--- src/rtl/load_pkg.sv ---
/*
 Download stream and RAM write definitions for the loader.
 Addresses are byte addresses. One RAM word holds two host half-words.
*/
package load_pkg;

	// ====================
	// Widths
	// ====================
	localparam int ADDR_W = 27;
	localparam int HALF_W = 16;
	localparam int WORD_W = 32;

	// Region being loaded, decoded from the download index
	typedef enum logic [1:0] {
		REGION_NONE,
		REGION_BIOS,
		REGION_EXE,
		REGION_CD
	} region_t;

	// Host download bundle
	typedef struct packed {
		logic              download;
		logic [7:0]        index;
		logic [ADDR_W-1:0] addr;
		logic [HALF_W-1:0] dout;
		logic              wr;
	} ioctl_t;

	// One 32-bit RAM write request
	typedef struct packed {
		logic [ADDR_W-1:0] addr;
		logic [WORD_W-1:0] data;
		logic              wr;
	} ram_write_t;

	// End of a download and the region that just finished
	typedef struct packed {
		logic    valid;
		region_t region;
	} dl_end_t;

endpackage

--- src/rtl/media_pkg.sv ---
/*
 Image slot numbering and media state for the CD and memory cards.
 Bit 0 of the mount vector is not used by the loader.
*/
package media_pkg;

	// ====================
	// Mount vector
	// ====================
	localparam int IMG_N    = 4;
	localparam int SLOT_CD  = 1;
	localparam int SLOT_MC1 = 2;
	localparam int SLOT_MC2 = 3;

	// CD size in bytes, wide enough for a full disc image
	localparam int CD_SIZE_W = 30;

	// ====================
	// Media state
	// ====================
	// mc_available bit 0 is card 1, bit 1 is card 2
	typedef struct packed {
		logic                 has_cd;
		logic                 cd_from_sd;
		logic [CD_SIZE_W-1:0] cd_size;
		logic [1:0]           mc_available;
		logic                 cart_loaded;
	} media_status_t;

endpackage

--- src/rtl/download_fsm.sv ---
/*
 Host must hold download two cycles before its first write
 and must not write while ioctl_wait is high.
*/
`timescale 1ns/1ps

module download_fsm (
	input  logic              clk_1x,
	input  logic              rst,
	input  load_pkg::ioctl_t  ioctl,
	input  logic              ram_ack,
	output logic              ioctl_wait,
	output load_pkg::region_t region,
	output logic              lo_latch,
	output logic              hi_latch,
	output load_pkg::dl_end_t dl_end,
	output logic              exe_start
);
	import load_pkg::*;

	typedef enum logic [1:0] {
		ST_IDLE,
		ST_LOAD,
		ST_WAIT
	} state_t;

	state_t  state;
	region_t region_dec;
	region_t region_q;
	logic    accept;

	// ====================
	// Region decode
	// ====================
	// CD index may carry flags in the top two bits
	always_comb begin
		region_dec = REGION_NONE;
		if (ioctl.download) begin
			if (ioctl.index == 8'd0) begin
				region_dec = REGION_BIOS;
			end else if (ioctl.index == 8'd1) begin
				region_dec = REGION_EXE;
			end else if (ioctl.index[5:0] == 6'd2) begin
				region_dec = REGION_CD;
			end
		end
	end

	always_ff @(posedge clk_1x) begin
		if (rst) begin
			region    <= REGION_NONE;
			region_q  <= REGION_NONE;
			exe_start <= 1'b0;
		end else begin
			region    <= region_dec;
			region_q  <= region;
			exe_start <= dl_end.valid && (dl_end.region == REGION_EXE);
		end
	end

	// Falling edge of the registered region
	assign dl_end = '{valid: (region_q != REGION_NONE) && (region == REGION_NONE),
	                  region: region_q};

	// ====================
	// Write sequencing
	// ====================
	always_ff @(posedge clk_1x) begin
		if (rst) begin
			state <= ST_IDLE;
		end else begin
			case (state)
				ST_IDLE: begin
					if (region_dec != REGION_NONE) begin
						state <= ST_LOAD;
					end
				end
				ST_LOAD: begin
					// A final high half still waits for its ack
					if (hi_latch) begin
						state <= ST_WAIT;
					end else if (region_dec == REGION_NONE) begin
						state <= ST_IDLE;
					end
				end
				ST_WAIT: begin
					if (region == REGION_NONE) begin
						state <= ST_IDLE;
					end else if (ram_ack) begin
						state <= (region_dec == REGION_NONE) ? ST_IDLE : ST_LOAD;
					end
				end
				default: begin
					state <= ST_IDLE;
				end
			endcase
		end
	end

	// Address bit 1 picks the half of the word
	assign accept     = (state == ST_LOAD) && ioctl.wr;
	assign lo_latch   = accept && !ioctl.addr[1];
	assign hi_latch   = accept && ioctl.addr[1];
	assign ioctl_wait = (state == ST_WAIT);

	// Host back-pressure
	assert property (@(posedge clk_1x) disable iff (rst) ioctl_wait |-> !ioctl.wr)
		else $error("host write while ioctl_wait is high");

	// Every host write during a download lands as a half-word
	assert property (@(posedge clk_1x) disable iff (rst)
		(ioctl.download && ioctl.wr) |-> accept)
		else $error("host write before the loader was ready");

endmodule

--- src/rtl/ram_word_builder.sv ---
/*
 Packs two host half-words into one RAM write, low half first.
 BIOS_BASE and EXE_BASE must fit in ADDR_W bits.
*/
`timescale 1ns/1ps

module ram_word_builder #(
	parameter int unsigned BIOS_BASE = 2097152,
	parameter int unsigned EXE_BASE  = 4194304
) (
	input  logic                 clk_1x,
	input  logic                 rst,
	input  load_pkg::ioctl_t     ioctl,
	input  load_pkg::region_t    region,
	input  logic                 lo_latch,
	input  logic                 hi_latch,
	output load_pkg::ram_write_t ram
);
	import load_pkg::*;

	logic [ADDR_W-1:0] base;
	logic [ADDR_W-1:0] addr_q;
	logic [WORD_W-1:0] data_q;
	logic              wr_q;

	// CD images keep their raw address
	always_comb begin
		case (region)
			REGION_BIOS: base = ADDR_W'(BIOS_BASE);
			REGION_EXE:  base = ADDR_W'(EXE_BASE);
			default:     base = '0;
		endcase
	end

	// ====================
	// Word assembly
	// ====================
	always_ff @(posedge clk_1x) begin
		if (lo_latch) begin
			addr_q             <= ioctl.addr + base;
			data_q[HALF_W-1:0] <= ioctl.dout;
		end
		if (hi_latch) begin
			data_q[WORD_W-1:HALF_W] <= ioctl.dout;
		end
	end

	always_ff @(posedge clk_1x) begin
		if (rst) begin
			wr_q <= 1'b0;
		end else begin
			wr_q <= hi_latch;
		end
	end

	assign ram = '{addr: addr_q, data: data_q, wr: wr_q};

	// Wait from the FSM keeps writes apart
	assert property (@(posedge clk_1x) disable iff (rst) ram.wr |=> !ram.wr)
		else $error("RAM write strobe held for two cycles");

endmodule

--- src/rtl/media_tracker.sv ---
/*
 CD and memory-card image state with load and save requests.
 A mount strobe and the end of a CD download in one cycle favour the mount.
*/
`timescale 1ns/1ps

module media_tracker (
	input  logic                        clk_1x,
	input  logic                        rst,
	input  logic                        dl_end,
	input  load_pkg::region_t           region,
	input  logic [load_pkg::ADDR_W-1:0] last_addr,
	input  logic [media_pkg::IMG_N-1:0] img_mounted,
	input  logic [63:0]                 img_size,
	input  logic                        bk_load,
	input  logic                        bk_save,
	input  logic                        bk_autosave,
	input  logic                        osd_status,
	output media_pkg::media_status_t    media,
	output logic [1:0]                  mc_load,
	output logic                        mc_save
);
	import load_pkg::*;
	import media_pkg::*;

	logic       img_nonzero;
	logic [1:0] mc_mount;
	logic       cd_end;
	logic       cart_end;
	logic       save_auto;
	logic       load_q;
	logic       save_q;
	logic       save_auto_q;
	logic       load_rise;
	logic       save_rise;

	assign img_nonzero = (img_size != 64'd0);
	assign mc_mount    = {img_mounted[SLOT_MC2], img_mounted[SLOT_MC1]};
	assign cd_end      = dl_end && (region == REGION_CD);
	assign cart_end    = dl_end && ((region == REGION_CD) || (region == REGION_EXE));

	// Autosave fires when the OSD opens
	assign save_auto = osd_status & bk_autosave;
	assign load_rise = bk_load & ~load_q;
	assign save_rise = (bk_save & ~save_q) | (save_auto & ~save_auto_q);

	// ====================
	// Button edges
	// ====================
	always_ff @(posedge clk_1x) begin
		if (rst) begin
			load_q      <= 1'b0;
			save_q      <= 1'b0;
			save_auto_q <= 1'b0;
			mc_load     <= 2'b00;
			mc_save     <= 1'b0;
		end else begin
			load_q      <= bk_load;
			save_q      <= bk_save;
			save_auto_q <= save_auto;
			// Mounted card reloads, button reloads both
			mc_load     <= (mc_mount & {2{img_nonzero}}) | {2{load_rise}};
			mc_save     <= save_rise;
		end
	end

	// ====================
	// Media state
	// ====================
	always_ff @(posedge clk_1x) begin
		if (rst) begin
			media <= '0;
		end else begin
			// Downloaded CD lives in RAM
			if (cd_end) begin
				media.cd_size    <= CD_SIZE_W'(last_addr);
				media.has_cd     <= 1'b1;
				media.cd_from_sd <= 1'b0;
			end

			if (img_mounted[SLOT_CD]) begin
				if (img_nonzero) begin
					media.cd_size    <= img_size[CD_SIZE_W-1:0];
					media.has_cd     <= 1'b1;
					media.cd_from_sd <= 1'b1;
				end else begin
					media.has_cd <= 1'b0;
				end
			end

			// Empty mount unplugs the card
			media.mc_available <= (media.mc_available & ~mc_mount)
			                    | (mc_mount & {2{img_nonzero}});

			if (img_mounted[SLOT_CD] || cart_end) begin
				media.cart_loaded <= 1'b1;
			end
		end
	end

endmodule

--- src/rtl/psx_loader.sv ---
/*
 Loader top level. All inputs are synchronous to clk_1x.
 ram_ack answers each RAM write once.
*/
`timescale 1ns/1ps

module psx_loader #(
	parameter int unsigned BIOS_BASE = 2097152,
	parameter int unsigned EXE_BASE  = 4194304
) (
	input  logic                        clk_1x,
	input  logic                        rst,
	input  load_pkg::ioctl_t            ioctl,
	input  logic                        ram_ack,
	input  logic [media_pkg::IMG_N-1:0] img_mounted,
	input  logic [63:0]                 img_size,
	input  logic                        bk_load,
	input  logic                        bk_save,
	input  logic                        bk_autosave,
	input  logic                        osd_status,
	output logic                        ioctl_wait,
	output load_pkg::ram_write_t        ram,
	output logic                        exe_start,
	output media_pkg::media_status_t    media,
	output logic [1:0]                  mc_load,
	output logic                        mc_save
);
	import load_pkg::*;

	region_t region;
	logic    lo_latch;
	logic    hi_latch;
	dl_end_t dl_end;

	download_fsm u_download_fsm (
		.clk_1x     (clk_1x),
		.rst        (rst),
		.ioctl      (ioctl),
		.ram_ack    (ram_ack),
		.ioctl_wait (ioctl_wait),
		.region     (region),
		.lo_latch   (lo_latch),
		.hi_latch   (hi_latch),
		.dl_end     (dl_end),
		.exe_start  (exe_start)
	);

	ram_word_builder #(
		.BIOS_BASE (BIOS_BASE),
		.EXE_BASE  (EXE_BASE)
	) u_ram_word_builder (
		.clk_1x   (clk_1x),
		.rst      (rst),
		.ioctl    (ioctl),
		.region   (region),
		.lo_latch (lo_latch),
		.hi_latch (hi_latch),
		.ram      (ram)
	);

	// Host keeps the last address after download drops
	media_tracker u_media_tracker (
		.clk_1x      (clk_1x),
		.rst         (rst),
		.dl_end      (dl_end.valid),
		.region      (dl_end.region),
		.last_addr   (ioctl.addr),
		.img_mounted (img_mounted),
		.img_size    (img_size),
		.bk_load     (bk_load),
		.bk_save     (bk_save),
		.bk_autosave (bk_autosave),
		.osd_status  (osd_status),
		.media       (media),
		.mc_load     (mc_load),
		.mc_save     (mc_save)
	);

endmodule

--- config.mk ---
export PLATFORM = sky130hd
export DESIGN_NAME = psx_loader
export DESIGN_NICKNAME = d
export VERILOG_FILES = /design/src/rtl/load_pkg.sv /design/src/rtl/media_pkg.sv /design/src/rtl/download_fsm.sv /design/src/rtl/ram_word_builder.sv /design/src/rtl/media_tracker.sv /design/src/rtl/psx_loader.sv
export SDC_FILE = /design/constraint.sdc
export NUM_CORES = 1
export LEC_CHECK = 0
export ABC_AREA = 1
export ABC_CLOCK_PERIOD_IN_PS = 3100
export BUFFER_PORTS_ARGS = -buffer_cell sky130_fd_sc_hd__clkbuf_2
export CELL_PAD_IN_SITES_DETAIL_PLACEMENT = 0
export CELL_PAD_IN_SITES_GLOBAL_PLACEMENT = 1
export CORE_ASPECT_RATIO = 0.5
export CORE_UTILIZATION = 32
export CTS_CLUSTER_DIAMETER = 60
export DETAILED_ROUTE_END_ITERATION = 7
export PLACE_DENSITY_LB_ADDON = 0.1
export SLEW_MARGIN = 10
export SYNTH_ARGS = -nofsm -noshare
export SYNTH_HDL_FRONTEND = slang
export SYNTH_SLANG_ARGS = --single-unit
export TNS_END_PERCENT = 10
--- constraint.sdc ---
create_clock -name clk_1x -period 3.1 [get_ports clk_1x]
set_input_delay 0.155 -clock clk_1x [delete_from_list [all_inputs] [get_ports clk_1x]]
set_output_delay 0.155 -clock clk_1x [all_outputs]
set_load 0.03 [all_outputs]
# Yosys cells after proc, flatten, opt, wreduce, memory -nomap -nowiden
# Cells that the tools add are included.
[word_totals] in_bits=128 wordCells=78 ff_bits=108 output_inout_bits=100
[op_classes] bitwise_logic=13 mux=16 n_reduce_logical=19 add_sub_neg=1 eq_ne=11
[op_table] operator="2-to-1 mux 32 bit" n=2
[op_table] operator="nonzero test 64 bit" n=1
[op_table] operator="case mux 23 bit (2 select lines)" n=1
[op_table] operator="2-to-1 mux 31 bit" n=1
[op_table] operator="adder 27 x 23 -> 27 bit" n=1
[op_table] operator="2-to-1 mux 2 bit" n=9
[op_table] operator="== test 2 bit (second input constant)" n=4
[op_table] operator="== test 8 x 1 -> 1 bit (second input constant)" n=1
[op_table] operator="zero test 8 bit" n=1
[op_table] operator="logical AND 1 bit" n=7
[op_table] operator="== test 6 x 2 -> 1 bit (second input constant)" n=1
[op_table] operator="zero test 2 bit" n=3
[op_table] operator="case mux 2 bit (3 select lines)" n=1
[op_table] operator="nonzero test 2 bit" n=3
[op_table] operator="bitwise AND 1 bit" n=4
[op_table] operator="bitwise AND 2 bit" n=2
[op_table] operator="== test 2 x 1 -> 1 bit (second input constant)" n=2
[op_table] operator="bitwise OR 2 bit" n=2
[op_table] operator="!= test 3 x 1 -> 1 bit (second input constant)" n=1
[op_table] operator="!= test 3 x 2 -> 1 bit (second input constant)" n=1
[op_table] operator="inverter 1 bit" n=3
[op_table] operator="AND reduction 3 bit" n=1
[op_table] operator="logical OR 1 bit" n=2
[op_table] operator="2-to-1 mux 1 bit" n=2
[op_table] operator="other kinds (4)" n=4

# Depth between registers and ports, before layout
# Gate-level depths: netlist of run 1.
[depth] depth_word=10 depth_mapped=12 ltp_nobuf=11

# Hierarchy
# Synthesis of run 1 repeated with hierarchy kept, for this count alone.
[unflattened] cells_unflattened=526 area_unflattened_um2=4579.4
[modules_own_cells] module="media_tracker" instances=1 cells_each=379 area_per_inst_um2=2252.2 seq_area_each_um2=820.8
[modules_own_cells] module="ram_word_builder" instances=1 cells_each=88 area_per_inst_um2=1953.1 seq_area_each_um2=1791.7
[modules_own_cells] module="download_fsm" instances=1 cells_each=59 area_per_inst_um2=374.1 seq_area_each_um2=140.1

# Worst setup path after synthesis of run 1
# OpenSTA, ideal clock, no wires.
[synth_timing] kind="flip-flop to flip-flop" start="register u_download_fsm.state[0]" end="register u_ram_word_builder.addr_q[0], enable pin" synth_period_minus_slack_ps=2704 slack_ps=396 path_stages_with_launch=3 t_arrival_ps=2260 path_cell_list="dfxtp_1 > nand3_1 > nor2_1"
[synth_between] elab_chain_cells=3
[synth_lines] item="start: declaration" line="download_fsm.sv:27" rtl="state_t state;"
[synth_lines] item="start signal: assignment" line="download_fsm.sv:90" rtl="state <= (region_dec == REGION_NONE) ? ST_IDLE : ST_LOAD;"
[synth_lines] item="== test 2 x 1 -> 1 bit" line="download_fsm.sv:101" rtl="assign accept = (state == ST_LOAD) && ioctl.wr;"
[synth_lines] item="logical AND 1 bit" line="download_fsm.sv:101"
[synth_lines] item="logical AND 1 bit" line="download_fsm.sv:102" rtl="assign lo_latch = accept && !ioctl.addr[1];"
[synth_lines] item="named net lo_latch" line="psx_loader.sv:31" rtl="logic lo_latch;"
[synth_lines] item="end signal: assignment" line="ram_word_builder.sv:40" rtl="addr_q <= ioctl.addr + base;"
[synth_lines] item="end: declaration" line="ram_word_builder.sv:22" rtl="logic [ADDR_W-1:0] addr_q;"
# The timed path passes the listed nets, and every way through them passes these cells.
# A chain may end at the register's enable or synchronous reset.

# Final worst setup path of run 1
[layout_timing] start="register u_download_fsm.region[1]" end="register u_media_tracker.media[8] (netlist name)"
[layout_between] elab_chain_cells=6
[layout_lines] item="start: declaration" line="download_fsm.sv:13" rtl="output load_pkg::region_t region,"
[layout_lines] item="start signal: assignment" line="download_fsm.sv:55" rtl="region <= region_dec;"
[layout_lines] item="zero test 2 bit (*)" line="download_fsm.sv:62" rtl="assign dl_end = '{valid: (region_q != REGION_NONE) && (region == REGION_NONE),"
[layout_lines] item="logical AND 1 bit (*)" line="download_fsm.sv:62"
[layout_lines] item="logical AND 1 bit (*)" line="media_tracker.sv:39" rtl="assign cd_end = dl_end && (region == REGION_CD);"
[layout_lines] item="2-to-1 mux 32 bit (*)" line="media_tracker.sv:75" rtl="if (cd_end) begin"
[layout_lines] item="2-to-1 mux 31 bit" line="media_tracker.sv:82" rtl="if (img_nonzero) begin"
[layout_lines] item="2-to-1 mux 32 bit (*)" line="media_tracker.sv:81" rtl="if (img_mounted[SLOT_CD]) begin"
# Mark *: on every way between the ends. The rest lies on a longest branch, timed or not. The select of a mux whose other input is x is not followed.

==> metrics.txt, run 1 <==
status=completed; max cap viols=0; syn avg cell area=8.75 um^2; Syn Nets=644; number of gates resized after cts=0; Worst Path Max Fanout=23; ANT nets after route=0; worst-margin pin slew=0.597 ns; total number of vias=3934; drt wl/cell=12.3 um; initial antenna violation count=0; met2 usage=27.0%; TritonCTS clock tree=yes; vias in the first global route=3615; worst hold slack=0.0264 ns; HPWL Detailed=8.71 mm; post-route setup TNS=0 ns; ratio of cells with drive above 1 in the final layout=33.0%; cts bufs inserted=9; synthesized area=4490 um^2; Synth Instances=513; largest net degree at the start of global routing=57; ant diodes=0; CP Capture Type=register; Clock Latency Late Sink=0.35 ns; DRT Wirelength=11.9 mm; Die Span Y=85.8 um; sequential cell area fraction in the yosys report=61.3%; clock tree root buffer cell=clkbuf_16; busiest grt layer=met2; H-tree depth=3; register clock-pin slew on the reported worst setup and hold paths=0.08 ns; Iter 0 DRT Violations=123; Setup-failing EPs final=0; first-pass GRT wire length=18.2 mm; RD Place Congestion=0.753; Vias/cell=4.06; Total GRT Usage=16.5%; input/output buffers=226; Fmax=0.553 GHz; Filler Cell Count=1380; synth-to-layout area growth=43.5%; Hold Crit Class=input port to register; clk buf depth=2; WS Path Type=register to register; RSZ-0062 raised after global routing=no; minimum clock period=1.81 ns; headroom to the max-slew limit=60.2%; startpoint class of the critical path=register; met1 Resource Use GR=21.4%; core area=13600 um^2; Hold Vio Cnt, Final=0; initial cell density of the core=32.9%; Remaining Overflow, GRT=0; Pre-Repair DR Iteration Count=6; data required time at the worst endpoint=3.38 ns; Remaining DRCs=0; Power Dens Cells=484 nW/um^2; number of synthesized register bits=108; Final #Nets=904; maximum vdd ir drop=0.000261 V; DIE AREA=14500 um^2; Chip Width=170 um; clk sinks=108; fin util=47.3%; yosys warns=0; # IOs=228; Unique masters post-synth=30; skew final=0.00833 ns; crit share post-route=58.3%; CP Data Arrival Time=2.09 ns; Core Rows=30; Leak Pwr=0.00315 uW; Pins Over Slew Limit=0; met3 GRT Util=4.98%
## sequential cells by signal, indices dropped and copies added, names as in the netlist, named ones only
register	flops
u_media_tracker.save_auto_q	1
u_ram_word_builder.data_q	32
u_download_fsm.state	2
u_media_tracker.load_q	1
u_media_tracker.media	33
u_media_tracker.mc_load	2
u_download_fsm.region	2
u_media_tracker.save_q	1
u_ram_word_builder.addr_q	27
u_ram_word_builder.wr_q	1
u_download_fsm.exe_start	1
u_download_fsm.region_q	2
u_media_tracker.mc_save	1
## where the power goes
group	internal (uW)	switching [uW]
clock	582	584
combinational	163	222
sequential	1550	18.4
total	2290	825
## per-layer routing
layer / routed length [um] / vias up
met2: 5320 / 135
met4: 71 / 0
met5: 0 / -
met3: 733 / 5
li1: - / 2106
met1: 5780 / 1688
## synth_stat cells
master,number,area [um^2]
nand2_1,166,623
nor2_1,118,443
edfxtp_1,59,1770
inv_1,50,188
dfxtp_1,49,981
a21oi_1,10,50.1
nand3_1,6,30.0
o21ai_0,6,30.0
buf_2,4,20.0
nand3b_1,4,30.0
nor3_1,4,20.0
a21boi_0,3,22.5
buf_1,3,11.3
buf_4,3,22.5
clkbuf_1,3,11.3
inv_2,3,11.3
nor2_2,3,18.8
xor2_1,3,26.3
buf_6,2,22.5
buf_8,2,30.0
ha_1,2,25.0
nand2_2,2,12.5
buf_12,1,20.0
fa_1,1,20.0
nand2_4,1,11.3
nor4_1,1,6.26
o21bai_1,1,7.51
o32ai_1,1,8.76
or2_2,1,6.26
xnor2_1,1,8.76
## cell families (layout without fill, tap and decap cells)
| logic type | Yosys count | after routing | share of synthesized area (%) |
|---|---|---|---|
| AO/OA/AOI/OAI | 21 | 21 | 2.65 |
| XOR/XNOR | 4 | 4 | 0.781 |
| adder cells (fa/ha/maj) | 3 | 3 | 1.00 |
| buffers and inverters | 71 | 336 | 7.50 |
| flip-flops | 108 | 108 | 61.3 |
| AND/OR/NAND/NOR | 306 | 306 | 26.8 |
## worst paths after layout
check                                            startpoint                  endpoint  slack [ns]  depth (start not counted)
worst max-delay path               u_download_fsm.region[1]  u_media_tracker.media[8]        1.29                         11
worst min-delay path                                bk_save    u_media_tracker.save_q        0.03                          3
worst min register to register  u_media_tracker.save_auto_q   u_media_tracker.mc_save        0.44                          1
worst max register to register     u_download_fsm.region[1]  u_media_tracker.media[8]        1.29                         11
## layout make-up
type,count,area (um^2),area share (%)
multi-input combinational,334,1410,21.8
clock inverter,7,86.3,1.34
timing repair buffer,267,1530,23.8
sequential,108,2750,42.7
inverter,53,199,3.09
clock buffer,9,225,3.50
tap,192,240,3.73
## layout by cell type, fill, tap and decap left out, types with 2 or more instances in the layout
cell type      synthesis  final
a21boi_0               3      3
a21oi_1               10     10
buf_4                  3      4
clkbuf_16              0      9
clkbuf_2               0    226
clkinv_4               0      2
clkinv_8               0      2
dfxtp_1               49     49
dlygate4sd3_1          0     37
edfxtp_1              59     59
ha_1                   2      2
inv_1                 50     50
inv_2                  3      3
nand2_1              166    166
nand2_2                2      2
nand3_1                6      6
nand3b_1               4      4
nor2_1               118    117
nor2_2                 3      3
nor3_1                 4      4
o21ai_0                6      6
xor2_1                 3      3
## critical path: stages (launching register included)
cell	delay (ns)
dfxtp_1	0.33
inv_2	0.07
nand2_1	0.11
nor2_2	0.13
nand2_2	0.21
inv_2	0.45
nand2_1	0.10
nand2_1	0.08
inv_1	0.04
nand2_1	0.05
nand2_1	0.06
nor2_1	0.10
## metrics by stage
stage	cell area, um^2	std cells	power (uW)	setup slack [ns]
finish	6440	970	3120	1.29
global route	6440	970	3260	1.04
CTS	6430	969	3170	1.26
detailed placement	5760	917	1950	1.24
global placement	5760	917	1950	1.23
floorplan	4490	513	1800	0.396
## what timing repair did
action	4_1_cts	5_1_grt
buffers inserted	0	0
setup endpoints to repair	0	0
hold buffers	36	1
hold endpoints to repair	52	1
Power figures use the tool's default switching activity.
==> run 2: changes to the inputs <==
Settings changed: ABC_AREA 1 to 0, ABC_CLOCK_PERIOD_IN_PS 3100 to 1550, CORE_UTILIZATION 32 to 31.
Clock period 3.1 ns to 1.55 ns, I/O delays scaled along.
==> run 2 against run 1 <==
  * The run now ends with setup timing left
  * Final cell count fell by 14%
  * Cell area rose by 8.1%
  * Largest cell class unchanged
  * Flip-flop and latch count did not move
  * Global-route usage fell by 0.11 points
  * Synthesized cell count fell by 36%
  * Hold slack got worse by 0.012 ns
  * Die area rose by 2.6%
  * Count of clock-buffer cells in the layout rose by 1
==> metrics.txt, run 2 <==
NetSw=1510 uW (+83%); max cap viols=0 (unchanged); CP Data Arrival Time=1.90 ns (-0.19 ns); combinational power share=13.1% (+0.8 points); number of synthesized register bits=108 (unchanged); core area=13800 um^2 (+1.4%); failing checks=setup timing; synth-to-layout area growth=56.0%; CP Buf/Inv Count=2 (-1); data required time at the worst endpoint=1.78 ns (-1.60 ns); sequential cell area fraction in the yosys report=61.6% (+0.33 points); post-route setup TNS=-2.17 ns (-2.17 ns); ANT nets after route=0 (unchanged); H-tree depth=3 (unchanged); Clock Power Share=36.1% (-1.3 points); crit share post-route=107% (+49 points); Unique masters post-synth=34 (+13%); initial antenna violation count=0 (unchanged); Synth area leader=edfxtp_1; Filler Cell Count=1328 (-3.8%); Regs by FF count=u_media_tracker.media (33), u_ram_word_builder.data_q (32), u_ram_word_builder.addr_q (27); CP max stage delay=0.35 ns (-0.10 ns); clock tree root buffer cell=clkbuf_16; cts bufs inserted=9 (unchanged); Setup-failing EPs final=29 (+29); Clock Latency Late Sink=0.34 ns (about the same); most common library cell in the layout ignoring fill and taps=clkbuf_2; initial cell density of the core=32.3% (-0.62 points); Core Rows=30 (unchanged); ratio of cells with drive above 1 in the final layout=52.3% (+19 points); synthesized area=4470 um^2 (-0.53%); Synth async-reset ratio=0% (unchanged); Synth Instances=329 (-36%); vias in the first global route=3400 (-5.9%); Reg power frac=50.8% (+0.6 points); Final #Nets=769 (-15%); post-synth top area share=39.7% (+0.21 points); Area contributors post-synth=edfxtp_1, dfxtp_1, mux2_4; Largest register FFs=33 (unchanged); sw frac=24.6% (-1.8 points); Worst Path Max Fanout=7 (-70%); ant diodes=0 (unchanged); CP max stage cell=dfxtp_2; commonest non-fill, non-tap cells in the layout=clkbuf_2, edfxtp_1, dfxtp_1; Die Span Y=86.9 um (+1.3%); syn avg cell area=13.6 um^2 (+55%); ys flop type=edfxtp_1; # IOs=228 (unchanged); Iter 0 DRT Violations=108 (-12%); largest net degree at the start of global routing=46 (-19%); Register-to-Register Path Depth=6 (-5); Pre-Repair DR Iteration Count=4 (-2); input/output buffers=226 (unchanged); P_int=4620 uW (+100%); WS Path Type=register to register; drt wl/cell=14.8 um (+21%); R2R Setup Slk=-0.12 ns (-1.41 ns); TritonCTS clock tree=yes; Hold Crit Class=input port to register; startpoint class of the critical path=register; Leak Pwr=0.00308 uW (-2.5%); minimum clock period=1.67 ns (-0.141 ns); Pins Over Slew Limit=0 (unchanged); WHS Path Cells=3 (unchanged); HPWL Detailed=8.84 mm (+1.5%); Remaining Overflow, GRT=0 (unchanged); worst-margin pin slew=0.436 ns (-0.161 ns); Vias/cell=4.30 (+6.1%); skew final=0.00917 ns (+0.000834 ns); Syn Nets=460 (-29%); Hold Vio Cnt, Final=0 (unchanged); RD Place Congestion=0.727 (-3.5%); CP delay by family, top=multiplexers; register clock-pin slew on the reported worst setup and hold paths=0.08 ns (about the same); ordered cell list for the critical path=nor4bb_4 -> buf_6 -> buf_12 -> mux2i_1 -> nor2_1 -> mux2_4; critical path depth=6 (-5); total number of vias=3593 (-8.7%); number of synthesized flops with an enable pin=59 (unchanged); Remaining DRCs=0 (unchanged); headroom to the max-slew limit=70.6% (+10 points); clk buf depth=2 (unchanged); RSZ-0062 raised after global routing=yes; Final WS setup=-0.116 ns (-1.41 ns); Total GRT Usage=16.3% (-0.11 points); status=finished, violations left; CP Capture Type=register; first-pass GRT wire length=18.2 mm (-0.22%); yosys warns=0 (unchanged); DIE AREA=14900 um^2 (+2.6%); Design Power=6120 uW (+97%); DRT Wirelength=12.4 mm (+3.9%); largest register by flop count=u_media_tracker.media; maximum vdd ir drop=0.000453 V (+73%); Fmax=0.600 GHz (+8.5%); count leader, synth=edfxtp_1; synth cell count leaders=edfxtp_1, dfxtp_1, nor2_1, mux2i_1, mux2_4; Chip Width=172 um (+1.3%); clk sinks=108 (unchanged); Power Dens Cells=879 nW/um^2 (+82%)
==> run 2: cell count changes in the layout (fill, tap and decap cells not counted), moves of 6 or more <==
cell      delta
nand2_1    -162
and2b_2      +7
nor2b_1     +18
mux2i_1     +28
nor4_1      +13
inv_1       -43
mux2_4      +27
o21ai_0      -6
nand2b_1     +8
and2b_1      +8
nor2_1      -81
buf_4       +33
==> run 2: layout make-up <==
cell class                      count  area, um^2  area share [%]
Clock buffer                       10         229            3.29
Clock inverter                      6        56.3           0.808
Inverter                            7        26.3           0.377
Multi-Input combinational cell    199        1650            23.6
Sequential cell                   108        2760            39.6
Tap cell                          192         240            3.45
Timing Repair Buffer              313        2010            28.9
==> run 2: layer usage <==
| metal | vias up | track usage, % | wire, um |
|---|---|---|---|
| met1 | 1676 | 20.6 | 5470 |
| met5 | - | 0 | 0 |
| met3 | 4 | 5.22 | 773 |
| met4 | 0 | 2.90 | 59 |
| li1 | 1813 | - | - |
| met2 | 100 | 27.8 | 6070 |
==> run 2: worst paths after layout <==
kind / startpoint / to
max: u_download_fsm.region[1] / u_media_tracker.media[19]
min: ram_ack / u_download_fsm.state[1]
max reg2reg: u_download_fsm.region[1] / u_media_tracker.media[19]
min reg2reg: u_media_tracker.save_q / u_media_tracker.mc_save
==> run 2: through the flow <==
stage          instances  cell area, um^2  hold slack (ns)  setup WS (ns)  utilization (%)
2_1_floorplan        329             4480            0.157         -0.710                -
3_3_place_gp         774             6140            0.267         -0.435             44.5
3_5_place_dp         774             6140            0.272         -0.449             44.5
4_1_cts              834             6920         0.000325         -0.101             50.1
5_1_grt              835             6970           0.0230         -0.168             50.4
6_report             835             6970           0.0140         -0.116             50.4
==> run 2: worst reg2reg max path, stage by stage (launching register included) <==
cell and delay, ns:
dfxtp_2 0.35, nor4bb_4 0.30, buf_6 0.21, buf_12 0.16, mux2i_1 0.24, nor2_1 0.06, mux2_4 0.26
==> run 2: kinds of logic (layout without fill, tap and decap cells) <==
logic type / Yosys count / after routing / synth area share (%)
and+or+nand+nor: 117 / 117 / 15.2
muxes: 57 / 57 / 15.8
xor gates and xnor gates: 4 / 4 / 0.785
AOI/OAI and AO/OA: 18 / 18 / 2.55
buffers and inverters: 22 / 336 / 2.97
adders and majority gates: 3 / 3 / 1.01
DFF: 108 / 108 / 61.6
==> run 2: power by group through the flow <==
| stage | clock network, uW | logic, uW | registers [uW] |
|---|---|---|---|
| global placement | 0 | 711 | 3180 |
| global route | 2400 | 869 | 3120 |
| floorplan | 0 | 241 | 3300 |
| detailed placement | 0 | 718 | 3180 |
| CTS | 2300 | 807 | 3110 |
| finish | 2210 | 802 | 3110 |
==> run 2: timing repair <==
action | in CTS | in global routing
setup buffers | 1 | 0
gates resized for setup | 8 | 6
endpoints found under the hold margin | 57 | 0
setup endpoints to repair | 32 | 31
gates cloned | 2 | 1
pin swaps | 2 | 1
hold buffers | 41 | 0
==> run 3: changes to the inputs <==
Settings changed: CORE_ASPECT_RATIO 0.5 to 1.5.
==> run 3 against run 2 <==
  * The flow still finishes with violations (setup timing)
  * Clock power about the same
  * Global-route usage rose by 0.51 points
  * Power rose by 0.48%
  * Combinational power rose by 0.5%
  * Critical path type unchanged
==> metrics.txt, run 3 (synthesis results as in run 2) <==
status=finished, violations left; failing checks=setup timing; clk sinks=108 (unchanged); HPWL Detailed=9.09 mm (+2.8%); crit share post-route=106% (-1.8 points); skew final=0.00931 ns (+0.000141 ns); first-pass GRT wire length=18.9 mm (+3.8%); ANT nets after route=0 (unchanged); fin util=49.5% (-0.92 points); Power Dens Cells=884 nW/um^2 (+0.57%); ant diodes=0 (unchanged); Die Span Y=149 um (+72%); minimum clock period=1.64 ns (-0.0272 ns); core area=14100 um^2 (+1.8%); Filler Cell Count=1347 (+1.4%); DRT Wirelength=12.6 mm (+1.9%); Core Rows=53 (+77%); Pre-Repair DR Iteration Count=4 (unchanged); CP Capture Type=register; combinational power share=13.1% (about the same); TritonCTS clock tree=yes; Clock Latency Late Sink=0.34 ns (about the same); ratio of cells with drive above 1 in the final layout=51.5% (-0.76 points); Clock Power Share=36.3% (+0.2 points); Hold Crit Class=input port to register; min-delay src=img_mounted[2]; sw frac=24.9% (+0.27 points); Worst R2R Start=u_download_fsm.region[0]; Vias/cell=4.41 (+2.6%); startpoint class of the critical path=register; largest net degree at the start of global routing=50 (+8.7%); Pins Over Slew Limit=0 (unchanged); headroom to the max-slew limit=71.0% (+0.46 points); RSZ-0062 raised after global routing=yes; WS Path Type=register to register; commonest non-fill, non-tap cells in the layout=clkbuf_2, edfxtp_1, dfxtp_1; initial cell density of the core=31.8% (-0.56 points); Remaining DRCs=0 (unchanged); WHS Path Cells=3 (unchanged); clk buf depth=2 (unchanged); Leak Pwr=0.00306 uW (-0.44%); initial antenna violation count=0 (unchanged); NetSw=1530 uW (+1.6%); worst-margin pin slew=0.429 ns (-0.00681 ns); Largest register FFs=33 (unchanged); RD Place Congestion=0.703 (-3.3%); Reg power frac=50.6% (-0.2 points); pre-CTS WS=-0.634 ns (-0.185 ns); largest register by flop count=u_media_tracker.media; placed instance count=766 (-1.0%); R2R Setup Slk=-0.09 ns (+0.03 ns); Setup-failing EPs final=29 (unchanged); Post-Layout Cell Count=829 (-0.72%); Register-to-Register Path Depth=6 (unchanged); drt wl/cell=15.2 um (+2.7%); data required time at the worst endpoint=1.78 ns (about the same); r2r endpoint=u_media_tracker.media[28]; max cap viols=0 (unchanged); Remaining Overflow, GRT=0 (unchanged); DIE AREA=14900 um^2 (-0.13%); Worst Path Max Fanout=7 (unchanged); cts bufs inserted=9 (unchanged); Total GRT Usage=16.9% (+0.51 points); synth-to-layout area growth=55.9% (about the same); vias in the first global route=3711 (+9.1%); H-tree depth=3 (unchanged); register clock-pin slew on the reported worst setup and hold paths=0.08 ns (about the same); input/output buffers=226 (unchanged); Regs by FF count=u_media_tracker.media (33), u_ram_word_builder.data_q (32), u_ram_word_builder.addr_q (27); # IOs=228 (unchanged); maximum vdd ir drop=0.000438 V (-3.2%); CP Data Arrival Time=1.87 ns (-0.03 ns); Iter 0 DRT Violations=65 (-40%); clock tree root buffer cell=clkbuf_16; Fmax=0.610 GHz (+1.7%); total number of vias=3659 (+1.8%); Final WS setup=-0.0889 ns (+0.0272 ns); P_int=4620 uW (+0.13%); Critical path origin=u_download_fsm.region[0]; Final #Nets=763 (-0.78%); Chip Width=100 um (-42%); Hold Vio Cnt, Final=0 (unchanged); most common library cell in the layout ignoring fill and taps=clkbuf_2
-- run 3: cell count changes in the layout (fill, tap and decap cells not counted), moves of 2 or more --
cell	before	now
nor4_4	1	3
clkinv_4	3	0
nor4_1	14	11
mux2i_1	28	30
mux2i_2	2	0
inv_6	0	4
dlygate4sd3_1	41	43
dfxtp_2	2	4
buf_4	37	28
-- run 3: worst max path at each step --
stage / end / slack (ns) / depth (start not counted)
final: u_media_tracker.media[28] / -0.09 / 6
after CTS: u_media_tracker.media[5] / -0.10 / 6
after floorplan: u_ram_word_builder.addr_q[0] / -0.71 / 1
after global placement: u_media_tracker.media[29] / -0.58 / 6
after detailed placement: u_media_tracker.media[28] / -0.63 / 6
after global routing: u_media_tracker.media[8] / -0.20 / 6
-- run 3: layout make-up --
class | count | area [um^2] | share of cell area, %
tap | 192 | 240 | 3.45
clock buffer | 9 | 225 | 3.24
timing repair buffer | 307 | 1980 | 28.5
inverter | 7 | 26.3 | 0.377
sequential | 108 | 2760 | 39.6
clock inverter | 7 | 61.3 | 0.881
multi-input combinational | 199 | 1670 | 24.0
-- run 3: repair_timing --
action	in CTS	in global routing
pin swaps	3	0
setup buffers	1	0
resized for setup	15	1
setup endpoints to repair	38	32
hold buffers	43	0
endpoints found under the hold margin	59	0
cloned	1	2
-- run 3: per-layer routing --
metal	vias up	GRT usage (%)	share of wire, %
li1	1803	-	-
met5	-	0	0
met3	14	4.50	6.8
met4	0	6.01	1.6
met1	1683	18.6	40
met2	159	30.8	52
-- run 3: power groups by stage --
stage / clock network, uW / logic (uW) / registers, uW
global placement: 0 / 701 / 3180
CTS: 2320 / 816 / 3110
floorplan: 0 / 241 / 3300
global route: 2420 / 869 / 3120
finish: 2230 / 806 / 3110
detailed placement: 0 / 712 / 3180
-- run 3: per-stage QoR --
step	total power [uW]	TNS (ns)	area, um^2	hold WS [ns]
after detailed placement	3890	-20.54	6080	0.270
after global placement	3880	-18.50	6080	0.266
after CTS	6250	-2.14	6910	0.0144
final	6150	-1.71	6960	0.0290
after global routing	6410	-5.08	6960	0.0489
after floorplan	3540	-34.24	4480	0.157
-- run 3: critical path: stages (launching register included) --
cell and delay [ns]:
dfxtp_2 0.35, nor4bb_4 0.29, buf_6 0.19, clkbuf_16 0.18, mux2i_1 0.19, nor2_1 0.06, mux2_4 0.27
